### src/vec_pkg.sv
// Shared constants for the vector slice
// Element width and opcode enums
// Stage structs and the bank word union

package vec_pkg;

    // Lanes match the four banks, one 32-bit word each
    localparam int LANE_COUNT = 4;
    // Register count follows the 5-bit register fields
    localparam int VREG_COUNT = 32;
    // Bytes per register, four banks of four bytes
    localparam int VREG_BYTES = 16;

    // Encoded as log2 of the element byte count
    typedef enum logic [1:0] {
        SEW8  = 2'd0,
        SEW16 = 2'd1,
        SEW32 = 2'd2
    } sew_t;

    typedef enum logic [2:0] {
        VADD = 3'd0,
        VSUB = 3'd1,
        VAND = 3'd2,
        VOR  = 3'd3,
        VXOR = 3'd4
    } vop_t;

    // One bank word, decoded by element width
    typedef union packed {
        logic [3:0][7:0]  b;
        logic [1:0][15:0] h;
        logic [31:0]      w;
    } lane_word_u;

    // Instruction held by decode for the generator
    typedef struct packed {
        vop_t       op;
        logic [4:0] vd;
        logic [4:0] vs1;
        logic [4:0] vs2;
        sew_t       eew;
        logic [7:0] vl;
    } vinstr_t;

    // One micro-op of up to four elements
    typedef struct packed {
        logic       valid;
        logic       last;
        vop_t       op;
        logic [4:0] vd;
        logic [4:0] vs1;
        logic [4:0] vs2;
        sew_t       eew;
        logic [2:0] reg_offset;
        logic [1:0] bank_offset;
        logic [3:0] lane_active;
    } vuop_t;

    // Micro-op with both source registers read
    typedef struct packed {
        vuop_t                        uop;
        lane_word_u [LANE_COUNT-1:0]  src1;
        lane_word_u [LANE_COUNT-1:0]  src2;
    } vread_t;

    // Write-back, byte enable bit 4*lane+byte
    typedef struct packed {
        logic                         valid;
        logic                         last;
        logic [4:0]                   vreg;
        lane_word_u [LANE_COUNT-1:0]  data;
        logic [VREG_BYTES-1:0]        be;
    } vwrite_t;

endpackage

### src/vec_decode.sv
// Configuration register for vl and element width
// Instruction latch and the gen level for the generator

`timescale 1ns/100ps

module vec_decode (
    input  logic            CLK,
    input  logic            nRST,
    input  logic            cfg_we,
    input  logic [7:0]      cfg_vl,
    input  vec_pkg::sew_t   cfg_eew,
    input  logic            issue,
    input  vec_pkg::vop_t   instr_op,
    input  logic [4:0]      instr_vd,
    input  logic [4:0]      instr_vs1,
    input  logic [4:0]      instr_vs2,
    input  logic            gen_last,
    output vec_pkg::vinstr_t instr,
    output logic            gen
);

    import vec_pkg::*;

    logic [7:0] vl_q;
    sew_t       eew_q;
    logic       accept;

    // New instruction only while the generator is idle
    assign accept = issue && !gen;

    // Vector configuration, written by the host strobe
    always_ff @(posedge CLK, negedge nRST) begin
        if (!nRST) begin
            vl_q  <= '0;
            eew_q <= SEW8;
        end else if (cfg_we) begin
            vl_q  <= cfg_vl;
            eew_q <= cfg_eew;
        end
    end

    // Instruction fields plus the config in force at issue
    always_ff @(posedge CLK) begin
        if (accept) begin
            instr <= '{op: instr_op, vd: instr_vd, vs1: instr_vs1, vs2: instr_vs2,
                       eew: eew_q, vl: vl_q};
        end
    end

    // High from the edge after issue until the last micro-op goes out
    // Stall is already folded into gen_last
    always_ff @(posedge CLK, negedge nRST) begin
        if (!nRST) begin
            gen <= 1'b0;
        end else if (accept) begin
            gen <= 1'b1;
        end else if (gen_last) begin
            gen <= 1'b0;
        end
    end

endmodule

### config.mk
export PLATFORM = sky130hd
export DESIGN_NAME = vec_decode
export DESIGN_NICKNAME = d
export VERILOG_FILES = /design/src/vec_pkg.sv /design/src/vec_decode.sv
export SDC_FILE = /design/constraint.sdc
export NUM_CORES = 1
export LEC_CHECK = 0
export BUFFER_PORTS_ARGS = -buffer_cell sky130_fd_sc_hd__clkbuf_2
export CAP_MARGIN = 20
export CORE_MARGIN = 2
export CORE_UTILIZATION = 39
export CTS_CLUSTER_DIAMETER = 30
export DETAILED_ROUTE_END_ITERATION = 12
export GPL_TIMING_DRIVEN = 0
export PLACE_DENSITY = 0.72
export SETUP_SLACK_MARGIN = 0.3
export SLEW_MARGIN = 20
export SYNTH_ARGS = -nofsm -noshare
export SYNTH_HDL_FRONTEND = slang
export SYNTH_SLANG_ARGS = --single-unit
### constraint.sdc
create_clock -name CLK -period 2.1 [get_ports CLK]
set_input_delay 0.42 -clock CLK [delete_from_list [all_inputs] [get_ports CLK]]
set_output_delay 0.42 -clock CLK [all_outputs]
set_load 0.01 [all_outputs]
Yosys cells after proc, flatten, opt, wreduce, memory -nomap -nowiden

Cells that the tools add are included.

Output and inout port bits: 29
Word-level logic and storage cells: 14
Register bits: 39

Mux-type cells: 2
Reductions and logical operators: 3

Operators by type and width:

| kind               | number |
|---|---|
| 1-bit two-way mux  | 2 |
| 2-bit nonzero test | 1 |
| 1-bit logical AND  | 1 |
| 1-bit zero test    | 1 |

Logic depth before layout (Yosys ltp)

Depth in word-level cells: 3
Depth in mapped cells: 2
Mapped depth without buffers: 2

Least setup slack after synthesis

Ideal clock, no wire load.

Path kind: reg-to-reg
Start: register gen
End: register instr[0] (netlist bit) (enable)
Stages on the path, launching flop included: 2
Arrival time: 1.713 ns
Data required time: 1.684 ns
Setup slack: -0.029 ns
Period minus slack after synthesis: 2.129 ns
Setup time: 0.416 ns
Cells stage by stage: dfrtp_1 nor2b_1

Longest elaborated chain between the ends: 2

RTL lines:

| what                   | RTL line         | RTL |
|---|---|---|
| start, declared        | vec_decode.sv:19 | `output logic gen` |
| start signal, assigned | vec_decode.sv:54 | `gen <= 1'b0;` |
| start signal, assigned | vec_decode.sv:56 | `gen <= 1'b1;` |
| start signal, assigned | vec_decode.sv:58 | `gen <= 1'b0;` |
| 1-bit zero test        | vec_decode.sv:29 | `assign accept = issue && !gen;` |
| 1-bit logical AND      | vec_decode.sv:29 |  |
| named net accept       | vec_decode.sv:26 | `logic accept;` |
| end signal, assigned   | vec_decode.sv:45 | `instr <= '{op: instr_op, vd: instr_vd, vs1: instr_vs1, vs2: instr_vs2,` |
| end, declared          | vec_decode.sv:18 | `output vec_pkg::vinstr_t instr,` |

The timed path passes the listed nets, and every way through them passes these cells.
A chain may end at the register's enable or synchronous reset.

Worst setup path in the final report

Start: register gen
End: register instr[1] (netlist bit) (enable)

Same word-level chain as after synthesis.

==> reports/summary.txt <==
Switching Power -> 0.316 mW
PnR worst setup slack -> 0.655 ns
Max-cap violations -> 0
clock slew at reported path FFs -> 0.11 ns
Final Util -> 55.9%
Worst path top cell family by delay -> simple AND/OR/NAND/NOR gates
Die H -> 61.6 um
reg2reg setup slack -> 0.65 ns
Slew HR -> 48.7%
maximum root-to-sink buffer count -> 2
Layout Nets -> 154
max-slew violations -> 0
Worst Path Required -> 2.07 ns
LEAKAGE -> 0.780 nW
Rows -> 20
VDD IR max -> 0.459 mV
outcome -> complete, no violations
#FFs+latches synth -> 39
I/O pin total -> 62
vias in the first global route -> 719
pin count of the biggest net entering global routing -> 29
Iter 0 DRT Violations -> 16
multi-input logic area -> 173 um2
Syn Nets -> 86
Crit. End Element -> register
Fillers -> 271
crit-path max FO -> 28
minimum clock period -> 1.45 ns
CP max-delay cell -> nor2b_4
CP peak stage delay -> 0.64 ns
initial antenna violation count -> 0
setup_tns -> 0 ns
synthesis-to-finish area growth -> 34.2%
Root Buffer -> clkbuf_4
DIE WIDTH -> 61.6 um
n_diodes -> 0
post-route total power -> 1.49 mW
Final Hold Viols -> 0
IO Port Bufs -> 60
Yosys warnings -> 0
commonest cells after routing, fill and taps aside -> clkbuf_2, edfxtp_1, dfrtp_1
DRT antenna net count -> 0
Worst Tran Pin Value -> 0.768 ns
most common cell after layout, fill and taps aside -> clkbuf_2
first-pass GRT wire length -> 3.14 mm
# setup viols final -> 0
GRT Overall Usage -> 12.4%
DP HPWL -> 1.55 mm
GP Congestion -> 0.669
Pint -> 1.18 mW
Max Clock Skew -> 0.0100 ns
Num CTS Buffers -> 5
drt wl/cell -> 12.7 um
CP Launch Type -> register
RSZ-0062 raised after global routing -> no
Sw Ratio -> 21.2%
Seq/Total Area, Yosys -> 86.4%
postcts setup bufs -> 0
crit path kind -> register to register
WP buf/inv -> 0
Die ar. -> 3790 um2
maximum clock rate -> 0.692 GHz
Initial Utilization -> 41.7%
routed wire length -> 2.11 mm
Final period util -> 68.8%
clock power share -> 27.9%
Reg power frac -> 61.9%
Netlist cell types -> 7
DR vias/cell -> 4.31
PwrDens -> 860 nW/um2
Comb power frac -> 10.3%
average size of a mapped cell -> 24.4 um2
HP Class -> input pin to register
hold_buf cts -> 1
H-Tree Level Count -> 2
post_cts resized -> 0
CTS tree -> yes
# clock sinks -> 39
DR DRC count -> 0
Sequential Area -> 1120 um2
Synth Instances -> 53
share of post-route cells with drive strength above 1 -> 64.8%
Setup WS pre-CTS -> 0.521 ns
Critical Path AT -> 1.41 ns
drt first pass iters -> 3
cells along the critical path -> nor2b_4
Core ar. -> 3100 um2
clk_lat worst skew -> 0.33 ns
grt ovf -> 0
vias -> 716
Post-Syn Area -> 1290 um2
-- power by group through the flow --
| stage | logic (mW) | clock network [mW] | registers [mW] |
|---|---|---|---|
| after global placement | 0.150 | 0 | 0.937 |
| after global routing | 0.167 | 0.476 | 0.932 |
| after floorplan | 0.0547 | 0 | 0.958 |
| after detailed placement | 0.156 | 0 | 0.940 |
| after CTS | 0.157 | 0.442 | 0.924 |
| final | 0.153 | 0.416 | 0.923 |
-- stage by stage --
stage               instances  hold WS, ns  area (um2)
finish                    166        0.252        1730
global placement          157        0.308        1650
CTS                       166        0.227        1730
global route              166        0.215        1730
detailed placement        157        0.316        1660
floorplan                  53        0.124        1290
-- Yosys cell counts --
master | instances | area [um2]
nor2_1 | 1 | 3.75
dfrtp_1 | 11 | 275
mux2_4 | 10 | 150
a21oi_1 | 1 | 5.00
edfxtp_1 | 28 | 841
nor2b_1 | 1 | 6.26
buf_6 | 1 | 11.3
-- cell families after synthesis --
logic type | count (synthesis) | synth area share, %
flip-flops | 39 | 86.4
multiplexers | 10 | 11.6
AND/OR/NAND/NOR | 2 | 0.774
AO/OA/AOI/OAI | 1 | 0.387
buffers and inverters | 1 | 0.871
-- state kept, by name, summed over array words and instances (netlist names) --
register and flops:
eew_q 2, gen 1, instr 28, vl_q 8
-- cell type report --
type	count	share of cell area, %
plain buffers	1	0.649
well taps	44	3.17
flip-flops and latches	39	64.4
multi-input cells	13	9.96
repair buffers	61	17.9
clock buffers	8	3.97
-- layer usage --
metal  global-route usage, %  part of all wire [%]  wire (um)
met1                    13.3                    39        833
met2                    19.8                    51       1070
met3                    6.51                   8.0        168
met4                    6.38                   1.9         40
met5                       0                     0          0
-- final timing paths --
check                             to  cells past startpoint    startpoint
setup reg to reg            instr[1]                      1           gen
max in group asynchronous        gen                      2          nRST
hold / removal             instr[15]                      1  instr_vs1[0]
hold reg to reg             instr[8]                      0      eew_q[0]
setup / recovery            instr[1]                      1           gen
min in group asynchronous    vl_q[3]                      2          nRST
(Power assumes the default switching activity.)
