--- src/vec_pkg.sv ---
// Shared constants for the vector slice
// Element width and opcode enums
// Stage structs and the bank word union

package vec_pkg;

    // Lanes match the four banks, one 32-bit word each
    localparam int LANE_COUNT = 4;
    // Register count follows the 5-bit register fields
    localparam int VREG_COUNT = 32;
    // Bytes per register, four banks of four bytes
    localparam int VREG_BYTES = 16;

    // Encoded as log2 of the element byte count
    typedef enum logic [1:0] {
        SEW8  = 2'd0,
        SEW16 = 2'd1,
        SEW32 = 2'd2
    } sew_t;

    typedef enum logic [2:0] {
        VADD = 3'd0,
        VSUB = 3'd1,
        VAND = 3'd2,
        VOR  = 3'd3,
        VXOR = 3'd4
    } vop_t;

    // One bank word, decoded by element width
    typedef union packed {
        logic [3:0][7:0]  b;
        logic [1:0][15:0] h;
        logic [31:0]      w;
    } lane_word_u;

    // Instruction held by decode for the generator
    typedef struct packed {
        vop_t       op;
        logic [4:0] vd;
        logic [4:0] vs1;
        logic [4:0] vs2;
        sew_t       eew;
        logic [7:0] vl;
    } vinstr_t;

    // One micro-op of up to four elements
    typedef struct packed {
        logic       valid;
        logic       last;
        vop_t       op;
        logic [4:0] vd;
        logic [4:0] vs1;
        logic [4:0] vs2;
        sew_t       eew;
        logic [2:0] reg_offset;
        logic [1:0] bank_offset;
        logic [3:0] lane_active;
    } vuop_t;

    // Micro-op with both source registers read
    typedef struct packed {
        vuop_t                        uop;
        lane_word_u [LANE_COUNT-1:0]  src1;
        lane_word_u [LANE_COUNT-1:0]  src2;
    } vread_t;

    // Write-back, byte enable bit 4*lane+byte
    typedef struct packed {
        logic                         valid;
        logic                         last;
        logic [4:0]                   vreg;
        lane_word_u [LANE_COUNT-1:0]  data;
        logic [VREG_BYTES-1:0]        be;
    } vwrite_t;

endpackage

--- src/vec_uop_gen.sv ---
// Micro-op generator for element-wise vector ops
// Micro-op counter and elements-left tracking
// Register offset, bank offset and lane mask per micro-op

`timescale 1ns/100ps

module vec_uop_gen (
    input  logic             CLK,
    input  logic             nRST,
    input  logic             stall,
    input  logic             gen,
    input  vec_pkg::vinstr_t instr,
    output vec_pkg::vuop_t   uop,
    output logic             gen_last
);

    import vec_pkg::*;

    // Counters loaded for the current instruction
    logic       loaded;
    logic       refresh;
    logic       advance;
    logic       last;

    // Micro-op number, at most 32 micro-ops per group
    logic [4:0] uop_num;
    // Elements still to go, including this micro-op
    logic [7:0] elems_left;
    logic [3:0] bank_shift;

    // First free cycle of gen loads the counters, no micro-op yet
    assign refresh = gen && !loaded && !stall;
    // Micro-op goes out on every free cycle after that
    assign advance = gen && loaded && !stall;

    always_ff @(posedge CLK, negedge nRST) begin
        if (!nRST) begin
            loaded <= 1'b0;
        end else if (refresh) begin
            loaded <= 1'b1;
        end else if (gen_last) begin
            loaded <= 1'b0;
        end
    end

    always_ff @(posedge CLK, negedge nRST) begin
        if (!nRST) begin
            uop_num <= '0;
        end else if (refresh) begin
            uop_num <= '0;
        end else if (advance) begin
            uop_num <= uop_num + 5'd1;
        end
    end

    always_ff @(posedge CLK, negedge nRST) begin
        if (!nRST) begin
            elems_left <= '0;
        end else if (refresh) begin
            elems_left <= instr.vl;
        end else if (advance) begin
            elems_left <= elems_left - 8'(LANE_COUNT);
        end
    end

    // Four or fewer elements means this is the final micro-op
    assign last     = (elems_left <= 8'(LANE_COUNT));
    assign gen_last = advance && last;

    // Byte position of the element inside each bank word
    assign bank_shift = {2'b00, uop_num[1:0]} << instr.eew;

    always_comb begin
        uop.valid       = advance;
        uop.last        = last;
        uop.op          = instr.op;
        uop.vd          = instr.vd;
        uop.vs1         = instr.vs1;
        uop.vs2         = instr.vs2;
        uop.eew         = instr.eew;
        uop.bank_offset = bank_shift[1:0];

        // Micro-op number divided by elements per bank word
        case (instr.eew)
            SEW8:    uop.reg_offset = uop_num[4:2];
            SEW16:   uop.reg_offset = uop_num[3:1];
            SEW32:   uop.reg_offset = uop_num[2:0];
            default: uop.reg_offset = '0;
        endcase

        // Partial final micro-op
        case (elems_left)
            8'd1:    uop.lane_active = 4'b0001;
            8'd2:    uop.lane_active = 4'b0011;
            8'd3:    uop.lane_active = 4'b0111;
            default: uop.lane_active = 4'b1111;
        endcase
    end

endmodule

--- config.mk ---
export PLATFORM = sky130hd
export DESIGN_NAME = vec_uop_gen
export DESIGN_NICKNAME = d
export VERILOG_FILES = /design/src/vec_pkg.sv /design/src/vec_uop_gen.sv
export SDC_FILE = /design/constraint.sdc
export NUM_CORES = 1
export LEC_CHECK = 0
export BUFFER_PORTS_ARGS = -buffer_cell sky130_fd_sc_hd__buf_2
export CAP_MARGIN = 20
export CORE_MARGIN = 4
export CORE_UTILIZATION = 48
export CTS_BUF_LIST = sky130_fd_sc_hd__clkbuf_2 sky130_fd_sc_hd__clkbuf_4 sky130_fd_sc_hd__clkbuf_8
export DETAILED_ROUTE_END_ITERATION = 16
export GPL_TIMING_DRIVEN = 0
export HOLD_SLACK_MARGIN = 0.08
export PLACE_DENSITY = 0.87
export SYNTH_ARGS = -nofsm -noshare
export SYNTH_HDL_FRONTEND = slang
export SYNTH_SLANG_ARGS = --single-unit
--- constraint.sdc ---
create_clock -name CLK -period 3.4 [get_ports CLK]
set_input_delay 0.17 -clock CLK [delete_from_list [all_inputs] [get_ports CLK]]
set_output_delay 0.17 -clock CLK [all_outputs]
set_load 0.005 [all_outputs]
# Word level (Yosys, flattened, before mapping)
# Cells that the tools add are included.
[word_totals]
wordCells = 30
out_inout_bits = 32
reg_bits = 14
in_bits = 32
[op_classes]
shift = 1
n_reduce_logical = 10
add_sub_neg = 2
mux = 8
eq_ne = 5
magnitude_cmp = 1
[ops]
columns = ["cell", "n"]
rows = [
  ["$eq A8 B2 Y1 const B", 2],
  ["$mux W8", 2],
  ["$pmux W4 S3", 1],
  ["$mux W5", 2],
  ["$pmux W3 S3", 1],
  ["$eq A8 B1 Y1 const B", 1],
  ["$le A8 B3 Y1 const B", 1],
  ["$sub A8 B3 Y8 const B", 1],
  ["$add A5 B1 Y5 const B", 1],
  ["$logic_and A1 B1 Y1", 5],
  ["$reduce_bool A2 Y1", 2],
  ["$eq A2 B1 Y1 const B", 1],
  ["$eq A2 B2 Y1 const B", 1],
  ["$logic_not A1 Y1", 2],
  ["$logic_not A2 Y1", 1],
  ["$mux W1", 2],
  ["$shl A2 B2 Y2", 1],
]

# Depth between registers and ports, before layout
# Gate-level depths: netlist of the first run.
[depth]
depth_word = 5
depth_mapped = 5
depth_no_buf = 5

# Least setup slack after synthesis of the first run
# OpenSTA, ideal clock, no wires.
[synth_timing]
path_kind = "register to register"
from = "register elems_left[2]"
to = "register elems_left[7]"
arrival_time_ns = 1.324
stages_incl_launch_ff = 4
n_path_buf = 0
setup_time_ns = 0.069
period_less_slack_ns = 1.393
required_time_ns = 3.331
slack_ns = 2.007
path_cell_list = "dfrtp_1 or3_4 or4_1 nand3_1"
[synth_between]
elab_chain_len = 3
[synth_lines]
columns = ["item", "line", "rtl"]
rows = [
  ["from (decl)", "vec_uop_gen.sv:28", "logic [7:0] elems_left;"],
  ["from (signal assigned)", "vec_uop_gen.sv:60", "elems_left <= instr.vl;"],
  ["from (signal assigned)", "vec_uop_gen.sv:62", "elems_left <= elems_left - 8'(LANE_COUNT);"],
  ["$sub A8 B3 Y8", "vec_uop_gen.sv:62", ""],
  ["$mux W8", "vec_uop_gen.sv:61", "end else if (advance) begin"],
  ["$mux W8", "vec_uop_gen.sv:59", "end else if (refresh) begin"],
]
# Every way passes these cells. The select of a mux whose other input is x is not followed.
# A chain may end at the register's enable or synchronous reset.

# Worst setup path after layout of the first run
[layout_timing]
from = "register elems_left[5]"
to = "output gen_last"
[layout_between]
elab_chain_len = 2
[layout_lines]
columns = ["item", "line", "rtl"]
rows = [
  ["$le A8 B3 Y1", "vec_uop_gen.sv:67", "assign last = (elems_left <= 8'(LANE_COUNT));"],
  ["via last", "vec_uop_gen.sv:23", "logic last;"],
  ["$logic_and A1 B1 Y1", "vec_uop_gen.sv:68", "assign gen_last = advance && last;"],
  ["to (decl)", "vec_uop_gen.sv:14", "output logic gen_last"],
]
# The timed path passes the listed nets, and every way through them passes these cells.

==> results of run 1 <==
state kept, by name, indices dropped and copies added, names as in the netlist:
signal / count
elems_left: 8
uop_num: 5
loaded: 1
worst max-delay path, cell delays in order (launching register included):
cell	delay, ps
dfrtp_1	450
nor4_1	450
o21a_1	240
and2_1	150
buf_2	110
stage by stage:
stage	area (um2)	setup slack, ps
after floorplan	1080	2010
after global placement	1320	1960
after detailed placement	1320	1900
after CTS	1370	1550
after global routing	1370	1480
final	1370	1530
cell type report:
type / count / area, um2 / share of cell area
inverters: 3 / 11.3 / 0.00822
clock buffers: 4 / 36.3 / 0.0265
plain buffers: 30 / 200 / 0.146
repair buffers: 43 / 220 / 0.161
multi-input cells: 77 / 518 / 0.378
well taps: 27 / 33.8 / 0.0247
flip-flops and latches: 14 / 350 / 0.256
worst max path at each step:
stage                   from            end  depth (start not counted)
6_report       elems_left[5]       gen_last                          4
4_1_cts        elems_left[5]       gen_last                          4
2_1_floorplan  elems_left[2]  elems_left[7]                          3
3_5_place_dp   elems_left[5]       gen_last                          4
3_3_place_gp   elems_left[2]  elems_left[7]                          3
5_1_grt        elems_left[5]         uop[3]                          4
cell usage after synthesis:
master     number
mux2_2          3
o22ai_1         2
or3b_1          1
nand4bb_1       1
nand2_1         7
mux2i_1         5
and3b_1         1
a2bb2oi_1       2
conb_1          1
dfrtp_1        14
nand3b_1        4
buf_2           1
inv_1           3
nor4_1          1
o311ai_0        1
or3_4           1
nor2_1          3
o32ai_1         1
nand4_1         1
nor2b_1         3
o21a_1          1
xor2_1          1
and2_1          2
nand3_1         6
a21oi_1         8
clkbuf_1        6
o21ai_0        11
nand2b_1        2
or4_1           1
o211ai_1        1
nor3b_1         2
ha_1            3
nor4bb_1        1
buf_4          23
power groups by stage:
| stage | clock (W) | combinational [W] | sequential [W] |
|---|---|---|---|
| after floorplan | 0 | 0.000161 | 0.000274 |
| after global placement | 0 | 0.000208 | 0.000287 |
| after detailed placement | 0 | 0.000223 | 0.000294 |
| after CTS | 0.000130 | 0.000225 | 0.000291 |
| after global routing | 0.000132 | 0.000252 | 0.000302 |
| final | 0.000127 | 0.000223 | 0.000291 |
per-layer routing:
metal  GRT usage  up-vias  routed length (um)
li1            -      503                   -
met1       0.195      443                1020
met2       0.299       45                1380
met3      0.0233        4                 176
met4      0.0625        0                  25
met5           0        -                   0
logic make-up (layout without fill, tap and decap cells):
group | after synthesis | count (layout) | share of synthesized area
xor gates and xnor gates | 1 | 1 | 0.00811
other | 1 | 1 | 0.00347
muxes | 8 | 8 | 0.0776
adders and majority gates | 3 | 3 | 0.0348
AOI/OAI and AO/OA | 27 | 27 | 0.146
DFF | 14 | 14 | 0.324
buffers and inverters | 33 | 80 | 0.196
and+or+nand+nor | 37 | 37 | 0.210
repair_timing:
| item | 4_1_cts | 5_1_grt |
|---|---|---|
| endpoints found under the hold margin | 14 | 0 |
| resized for setup | 0 | 0 |
| hold buffers | 1 | 0 |
==> flow_summary_export.csv, run 1 <==
group,metric,value,unit
status,outcome,"complete, no violations",
final_layout,syn2layout_area_growth,26.9,%
synthesis,netlist_top_cells_area,"dfrtp_1, buf_4, o21ai_0",
power_and_ir_drop,power_density,468,nW/um2
final_layout,fill_cells,172,
power_and_ir_drop,pwr-share-clk,0.198,
placement,finalWeightedCongestion,0.850,
floorplanning,die_h,55.4,um
timing,timing.hold.ws,120,ps
worst_hold_path,min_path_type,"in2reg",
worst_setup_path,end_kind,"output port",
timing,slew_violations,0,
clock_network,h-tree-depth,1,
detailed_routing,via_per_inst,5.03,
power_and_ir_drop,intPower,0.000408,W
power_and_ir_drop,power.switching,0.000234,W
floorplanning,ioPinCount,64,
detailed_routing,drt_iter0_markers,12,
flow_run,cap_violations,0,
power_and_ir_drop,power,0.000641,W
power_and_ir_drop,power.share.switching,0.364,
worst_setup_path,critPathKind,"reg2out",
floorplanning,initial_utilization,0.529,
synthesis,yosys_warnings,0,
synthesis,yosysSeqAreaShare,0.324,
clock_network,cts.path.max_buffers,2,
final_layout,drive_above_1_share,0.433,
timing,clock.fmax,535,MHz
grt,grt_max_degree,15,
placement,dp_hpwl,2050,um
power_and_ir_drop,power.share.combinational,0.348,
clock_network,cts_inserted_buffers,3,
final_layout,utilization,0.671,
clock_network,post-cts-setup-buffers,0,
synthesis,synth_fp_nets,159,
worst_setup_path,r2r_cells,5,
detailed_routing,ant_nets,0,
clock_network,cts_root_buffer,"clkbuf_4",
detailed_routing,drt_first_pass_iters,4,
final_layout,antenna_cells,0,
grt,grt_first_pass_wirelength,4240,um
grt,overflow,0,
timing,rsz0062_at_grt,"no",
synthesis,synth_cell_types,34,
worst_setup_path,start_kind,"flop",
worst_setup_path,cp_max_fo,7,
timing,post-route-period-util,0.549,
worst_setup_path,reg2reg_slack,1890,ps
placement,placed_cells,193,
detailed_routing,remaining_drc_errors,0,
worst_hold_path,hold_start,"instr[0]",
timing,setup_viol,0,
floorplanning,dieArea,3070,um2
detailed_routing,num_vias,995,
clock_network,worst_skew_pair.late_latency,290,ps
power_and_ir_drop,pwr-share-seq,0.454,
clock_network,clkTransAtPathRegs,90,ps
final_layout,fin_cells,198,
timing,final.min_clock_period,1870,ps
floorplanning,placement_rows,16,
synthesis,synth_top_area_cell,"dfrtp_1",
worst_hold_path,hold_path_depth,2,
synthesis,avgSynthCellArea,8.71,um2
grt,antenna_found_initial,0,
timing,hold_violations,0,
synthesis,postSynthCellCount,124,
worst_setup_path,required,3230,ps
synthesis,syn-cell-area,1080,um2
grt,grt_use_total,0.165,
clock_network,cts_num_sinks,14,
worst_setup_path,timing.rr.end,"elems_left[6]",
power_and_ir_drop,p_leak,0.670,nW
final_layout,final_common_cell,"buf_2",
detailed_routing,wirelength,2600,um
timing,tns,0,ps
synthesis,synth_top_area_frac,0.324,
floorplanning,core-area,2040,um2
final_layout,layout_common_cells,"buf_2, buf_4, dfrtp_1, o21ai_0, a21oi_1",
placement,io_buffers,42,
final_layout,nNetsFinal,207,
grt,first_global_vias,969,
worst_setup_path,worstPathArrival,1700,ps
worst_setup_path,regToRegStartpoint,"elems_left[2]",
worst_hold_path,holdPathEnd,"elems_left[0]",
power_and_ir_drop,ir_drop,0.304,mV
clock_network,cts_tree,"built",
timing,finClkSkew,1.23,ps
detailed_routing,wl_per_cell,13.1,um
synthesis,ys_ff_latch,14,
floorplanning,die_x,55.4,um
(Power assumes the default switching activity.)
==> run 2, diff against run 1 <==
CORE_UTILIZATION = 45   (was 48)
PLACE_DENSITY = 0.82   (was 0.87)
clock period = 1.9 ns   (was 3.4 ns; I/O delays follow)
==> run 2 against run 1 <==
Effect of this change:
- first-iteration DRC count up 58%
- non-clock buffer count up 2
- sequential share of layout area decreased by 0.14 points
- core utilization is 6.0 points lower
- clock power increased by 24%
- die area up 5.7%
- setup slack got worse by 1300 ps
- hold slack got worse by 15 ps
- sequential power rose by 79%
- total power up 68%
- final cell count grew 1.0%
- wire length shrank 3.3%
==> flow_summary_export.csv, run 2 (synthesis gave the netlist of run 1 again) <==
group,metric,value,unit
placement,dp_hpwl,1980,um
grt,grt_busiest_layer,"met2",
clock_network,clkTransAtPathRegs,80,ps
timing,final.min_clock_period,1640,ps
detailed_routing,wirelength,2520,um
final_layout,utilization,0.611,
timing,tns,0,ps
status,outcome,"complete, no violations",
final_layout,largest_register_ffs,8,
clock_network,cts_resized,0,
worst_setup_path,start_kind,"flop",
floorplanning,ioPinCount,64,
clock_network,cts.path.max_buffers,2,
placement,placed_cells,194,
power_and_ir_drop,ir_drop,0.440,mV
grt,antenna_found_initial,0,
grt,first_global_vias,928,
grt,grtUsageMet3,0.0452,
floorplanning,die_h,57.0,um
floorplanning,initial_utilization,0.479,
timing,hold_violations,0,
worst_setup_path,worstPathArrival,1540,ps
timing,post-route-period-util,0.862,
worst_hold_path,min_path_type,"in2reg",
worst_hold_path,holdPathEnd,"elems_left[3]",
detailed_routing,ant_nets,0,
worst_setup_path,cp_max_fo,7,
clock_network,worst_skew_pair.late_latency,270,ps
clock_network,cts_num_sinks,14,
worst_setup_path,end_kind,"output port",
grt,use_met2,0.258,
grt,grt_use_total,0.152,
worst_setup_path,required,1800,ps
clock_network,cts_inserted_buffers,3,
final_layout,nNetsFinal,209,
flow_run,cap_violations,0,
final_layout,antenna_cells,0,
floorplanning,placement_rows,17,
grt,grt_first_pass_wirelength,3990,um
placement,finalWeightedCongestion,0.836,
clock_network,cts_root_buffer,"clkbuf_4",
final_layout,fin_cells,200,
worst_hold_path,hold_path_depth,3,
final_layout,top_register,"elems_left",
final_layout,top_regs,"elems_left x8, uop_num x5, loaded x1",
detailed_routing,num_vias,1026,
clock_network,cts_tree,"built",
final_layout,drive_above_1_share,0.424,
clock_network,h-tree-depth,1,
grt,grt_max_degree,15,
floorplanning,core-area,2250,um2
placement,dp_worst_setup_slack,395,ps
timing,setup_viol,0,
floorplanning,dieArea,3250,um2
timing,clock.fmax,611,MHz
power_and_ir_drop,p_leak,0.671,nW
worst_setup_path,r2r_cells,5,
timing,rsz0062_at_grt,"no",
final_layout,layout_common_cells,"buf_2, buf_4, dfrtp_1, o21ai_0, a21oi_1",
detailed_routing,drt_first_pass_iters,4,
detailed_routing,via_per_inst,5.13,
final_layout,syn2layout_area_growth,27.6,%
power_and_ir_drop,power_density,781,nW/um2
worst_setup_path,critPathKind,"reg2out",
floorplanning,die_x,57.0,um
timing,layout_setup_ws,263,ps
placement,io_buffers,42,
worst_hold_path,hold_start,"instr[3]",
detailed_routing,wl_per_cell,12.6,um
detailed_routing,drt_iter0_markers,19,
grt,use_met1,0.200,
detailed_routing,remaining_drc_errors,0,
timing,finClkSkew,3.10,ps
worst_setup_path,reg2reg_slack,390,ps
final_layout,final_common_cell,"buf_2",
worst_setup_path,timing.rr.end,"elems_left[6]",
timing,slew_violations,0,
grt,overflow,0,
worst_setup_path,regToRegStartpoint,"elems_left[2]",
==> run 2: cell count changes in the layout (fill, tap and decap cells not counted), sizes merged <==
cell and delta:
dlygate4sd3 +2, clkbuf -1
==> run 2: worst max path at each step <==
stage | depth (start not counted) | startpoint | to | slack (ps)
floorplan | 3 | elems_left[2] | elems_left[7] | 510
global placement | 3 | elems_left[2] | elems_left[7] | 470
detailed placement | 5 | elems_left[2] | elems_left[6] | 400
CTS | 6 | elems_left[3] | gen_last | 250
global route | 6 | elems_left[3] | gen_last | 80
finish | 4 | elems_left[5] | uop[3] | 260
==> run 2: layer usage <==
metal / wire length [um] / up-vias
li1: - / 509
met1: 1010 / 467
met2: 1280 / 50
met3: 224 / 0
met4: 0 / 0
met5: 0 / -
==> run 2: worst max-delay path: stages (launching register included) <==
cell and delay, ps:
dfrtp_1 440, nor4_1 370, and2_1 230, o21ai_0 100
buf_2 130
==> run 2: what timing repair did <==
item	in CTS	in global routing
hold buffers	3	0
buffers inserted	0	0
hold endpoints to repair	16	0
==> run 2: layout make-up <==
cell class / count / area [um2]
flip-flops and latches: 14 / 350
plain buffers: 30 / 200
multi-input cells: 77 / 518
clock buffers: 3 / 22.5
fillers: 202 / 877
inverters: 3 / 11.3
repair buffers: 45 / 240
well taps: 28 / 35.0
==> run 2: stage by stage <==
stage	total power [W]	hold slack, ps	area, um2
final	0.00108	106	1380
after global routing	0.00117	97.7	1380
after CTS	0.00108	103	1380
after detailed placement	0.000918	7.15	1330
after global placement	0.000886	5.24	1330
after floorplan	0.000777	-201	1080
==> run 2: power breakdown <==
group	total, W	internal, W	switching, W
combinational	0.000395	0.000222	0.000173
clock	0.000158	0.0000733	0.0000850
sequential	0.000522	0.000392	0.000130
total	0.00108	0.000688	0.000388
==> run 3, diff against run 2 <==
--- a/config.mk
+++ b/config.mk
@@ -15,4 +15,5 @@
 export HOLD_SLACK_MARGIN = 0.08
 export PLACE_DENSITY = 0.82
+export SLEW_MARGIN = 20
 export SYNTH_ARGS = -nofsm -noshare
 export SYNTH_HDL_FRONTEND = slang
==> constraint.sdc (replaced) <==
create_clock -name CLK -period 1.9 [get_ports CLK]
set_input_delay 0.285 -clock CLK [delete_from_list [all_inputs] [get_ports CLK]]
set_output_delay 0.285 -clock CLK [all_outputs]
set_load 0.005 [all_outputs]
==> run 3 against run 2 <==
Effect of this change:
- setup slack lost 200 ps
- sequential power grew 4%
- die area is the same
- fmax shrank 11%
- sequential share of layout area is the same
- core utilization is the same
- critical path depth grew 1
- clock power is essentially flat
- critical endpoint is now gen_last
- cell area is the same
- register-to-register slack lost 30 ps
- flip-flop and latch count is the same
==> flow_summary_export.csv, run 3 (synthesis gave the netlist of run 1 again) <==
group,metric,value,unit
final_layout,layout_common_cells,"buf_2, buf_4, dfrtp_1, o21ai_0, a21oi_1",
worst_hold_path,min_path_type,"in2reg",
clock_network,cts_root_buffer,"clkbuf_4",
final_layout,nNetsFinal,207,
worst_setup_path,r2r_cells,5,
placement,finalWeightedCongestion,0.836,
timing,final.min_clock_period,1840,ps
power_and_ir_drop,power.switching,0.000405,W
placement,dp_hpwl,1980,um
detailed_routing,drt_iter0_markers,19,
clock_network,h-tree-depth,1,
final_layout,top_regs,"elems_left x8, uop_num x5, loaded x1",
final_layout,fill_cells,202,
floorplanning,dieArea,3250,um2
detailed_routing,ant_nets,0,
timing,tns,0,ps
timing,rsz0062_at_grt,"yes",
worst_setup_path,critPathKind,"reg2out",
power_and_ir_drop,p_leak,0.668,nW
power_and_ir_drop,pwr-share-clk,0.146,
final_layout,syn2layout_area_growth,27.6,%
flow_run,cap_violations,0,
final_layout,utilization,0.611,
grt,grt_first_pass_wirelength,3930,um
timing,setup_viol,0,
power_and_ir_drop,power,0.00109,W
final_layout,largest_register_ffs,8,
detailed_routing,via_per_inst,5.23,
detailed_routing,remaining_drc_errors,0,
grt,grt_max_degree,15,
detailed_routing,num_vias,1035,
clock_network,cts_inserted_buffers,3,
power_and_ir_drop,intPower,0.000688,W
worst_setup_path,reg2reg_slack,360,ps
worst_setup_path,end_kind,"output port",
clock_network,cts.path.max_buffers,2,
power_and_ir_drop,pwr-share-seq,0.495,
worst_setup_path,timing.rr.end,"elems_left[6]",
worst_hold_path,hold_path_depth,2,
grt,grt_use_total,0.149,
floorplanning,die_h,57.0,um
grt,overflow,0,
timing,clock.fmax,545,MHz
power_and_ir_drop,ir_drop,0.471,mV
floorplanning,core-area,2250,um2
grt,first_global_vias,919,
timing,hold_violations,0,
power_and_ir_drop,power_density,794,nW/um2
final_layout,top_register,"elems_left",
placement,placed_cells,194,
worst_setup_path,start_kind,"flop",
floorplanning,ioPinCount,64,
clock_network,cts_num_sinks,14,
timing,post-route-period-util,0.966,
floorplanning,placement_rows,17,
grt,antenna_found_initial,0,
final_layout,antenna_cells,0,
worst_setup_path,regToRegStartpoint,"elems_left[2]",
clock_network,post-cts-setup-buffers,0,
final_layout,final_common_cell,"buf_2",
worst_hold_path,holdPathEnd,"elems_left[1]",
worst_setup_path,cp_max_fo,5,
worst_hold_path,hold_start,"instr[1]",
power_and_ir_drop,power.share.combinational,0.360,
placement,io_buffers,42,
worst_setup_path,required,1620,ps
floorplanning,initial_utilization,0.479,
clock_network,cts_tree,"built",
status,outcome,"complete, no violations",
worst_setup_path,worstPathArrival,1550,ps
timing,finClkSkew,3.61,ps
final_layout,fin_cells,198,
detailed_routing,wl_per_cell,12.5,um
clock_network,clkTransAtPathRegs,70,ps
detailed_routing,drt_first_pass_iters,4,
detailed_routing,wirelength,2470,um
clock_network,worst_skew_pair.late_latency,270,ps
floorplanning,die_x,57.0,um
final_layout,drive_above_1_share,0.441,
timing,slew_violations,0,
power_and_ir_drop,power.share.switching,0.370,
## run 3: worst max-delay path: stages (launching register included)
cell	delay, ps
dfrtp_1	440
ha_1	220
nor3b_2	150
o21a_1	200
and2_1	160
buf_2	120
## run 3: power groups by stage
stage | sequential [W] | combinational [W] | clock [W]
after floorplan | 0.000490 | 0.000287 | 0
after global placement | 0.000518 | 0.000369 | 0
after detailed placement | 0.000526 | 0.000392 | 0
after CTS | 0.000520 | 0.000395 | 0.000165
after global routing | 0.000558 | 0.000448 | 0.000182
final | 0.000541 | 0.000393 | 0.000159
## run 3: per-layer routing
metal,track usage,share of wire
met2,0.254,0.52
met1,0.197,0.38
met5,0,0
met4,0.00993,0
met3,0.0430,0.10
## run 3: layout make-up
type                       count  area, um2  share of cell area
multi-input combinational     77        538               0.391
inverter                       3       11.3             0.00817
buffer                        30        200               0.145
clock buffer                   3       22.5              0.0163
sequential                    14        350               0.254
timing repair buffer          43        220               0.160
tap                           28       35.0              0.0254
## run 3: how the worst max path moves through the flow
stage                   from            end  slack, ps  cells past startpoint
2_1_floorplan  elems_left[2]  elems_left[7]        510                      3
3_3_place_gp   elems_left[5]       gen_last        390                      4
3_5_place_dp   elems_left[5]         uop[3]        380                      4
4_1_cts        elems_left[3]       gen_last         60                      6
5_1_grt        elems_left[2]       gen_last        -20                      5
6_report       elems_left[2]       gen_last         60                      5
## run 3: per-stage QoR
stage | cell area [um2] | hold WS (ps) | worst slack [ps]
2_1_floorplan | 1080 | -10.6 | 507
3_3_place_gp | 1330 | 195 | 393
3_5_place_dp | 1330 | 197 | 381
4_1_cts | 1360 | 241 | 64.5
5_1_grt | 1380 | 242 | -20.7
6_report | 1380 | 249 | 64.2
## run 3: repair_timing
| action | 4_1_cts | 5_1_grt |
|---|---|---|
| hold buffers | 1 | 0 |
| resized for setup | 0 | 3 |
| hold endpoints to repair | 14 | 0 |
| endpoints found under the setup margin | 0 | 5 |
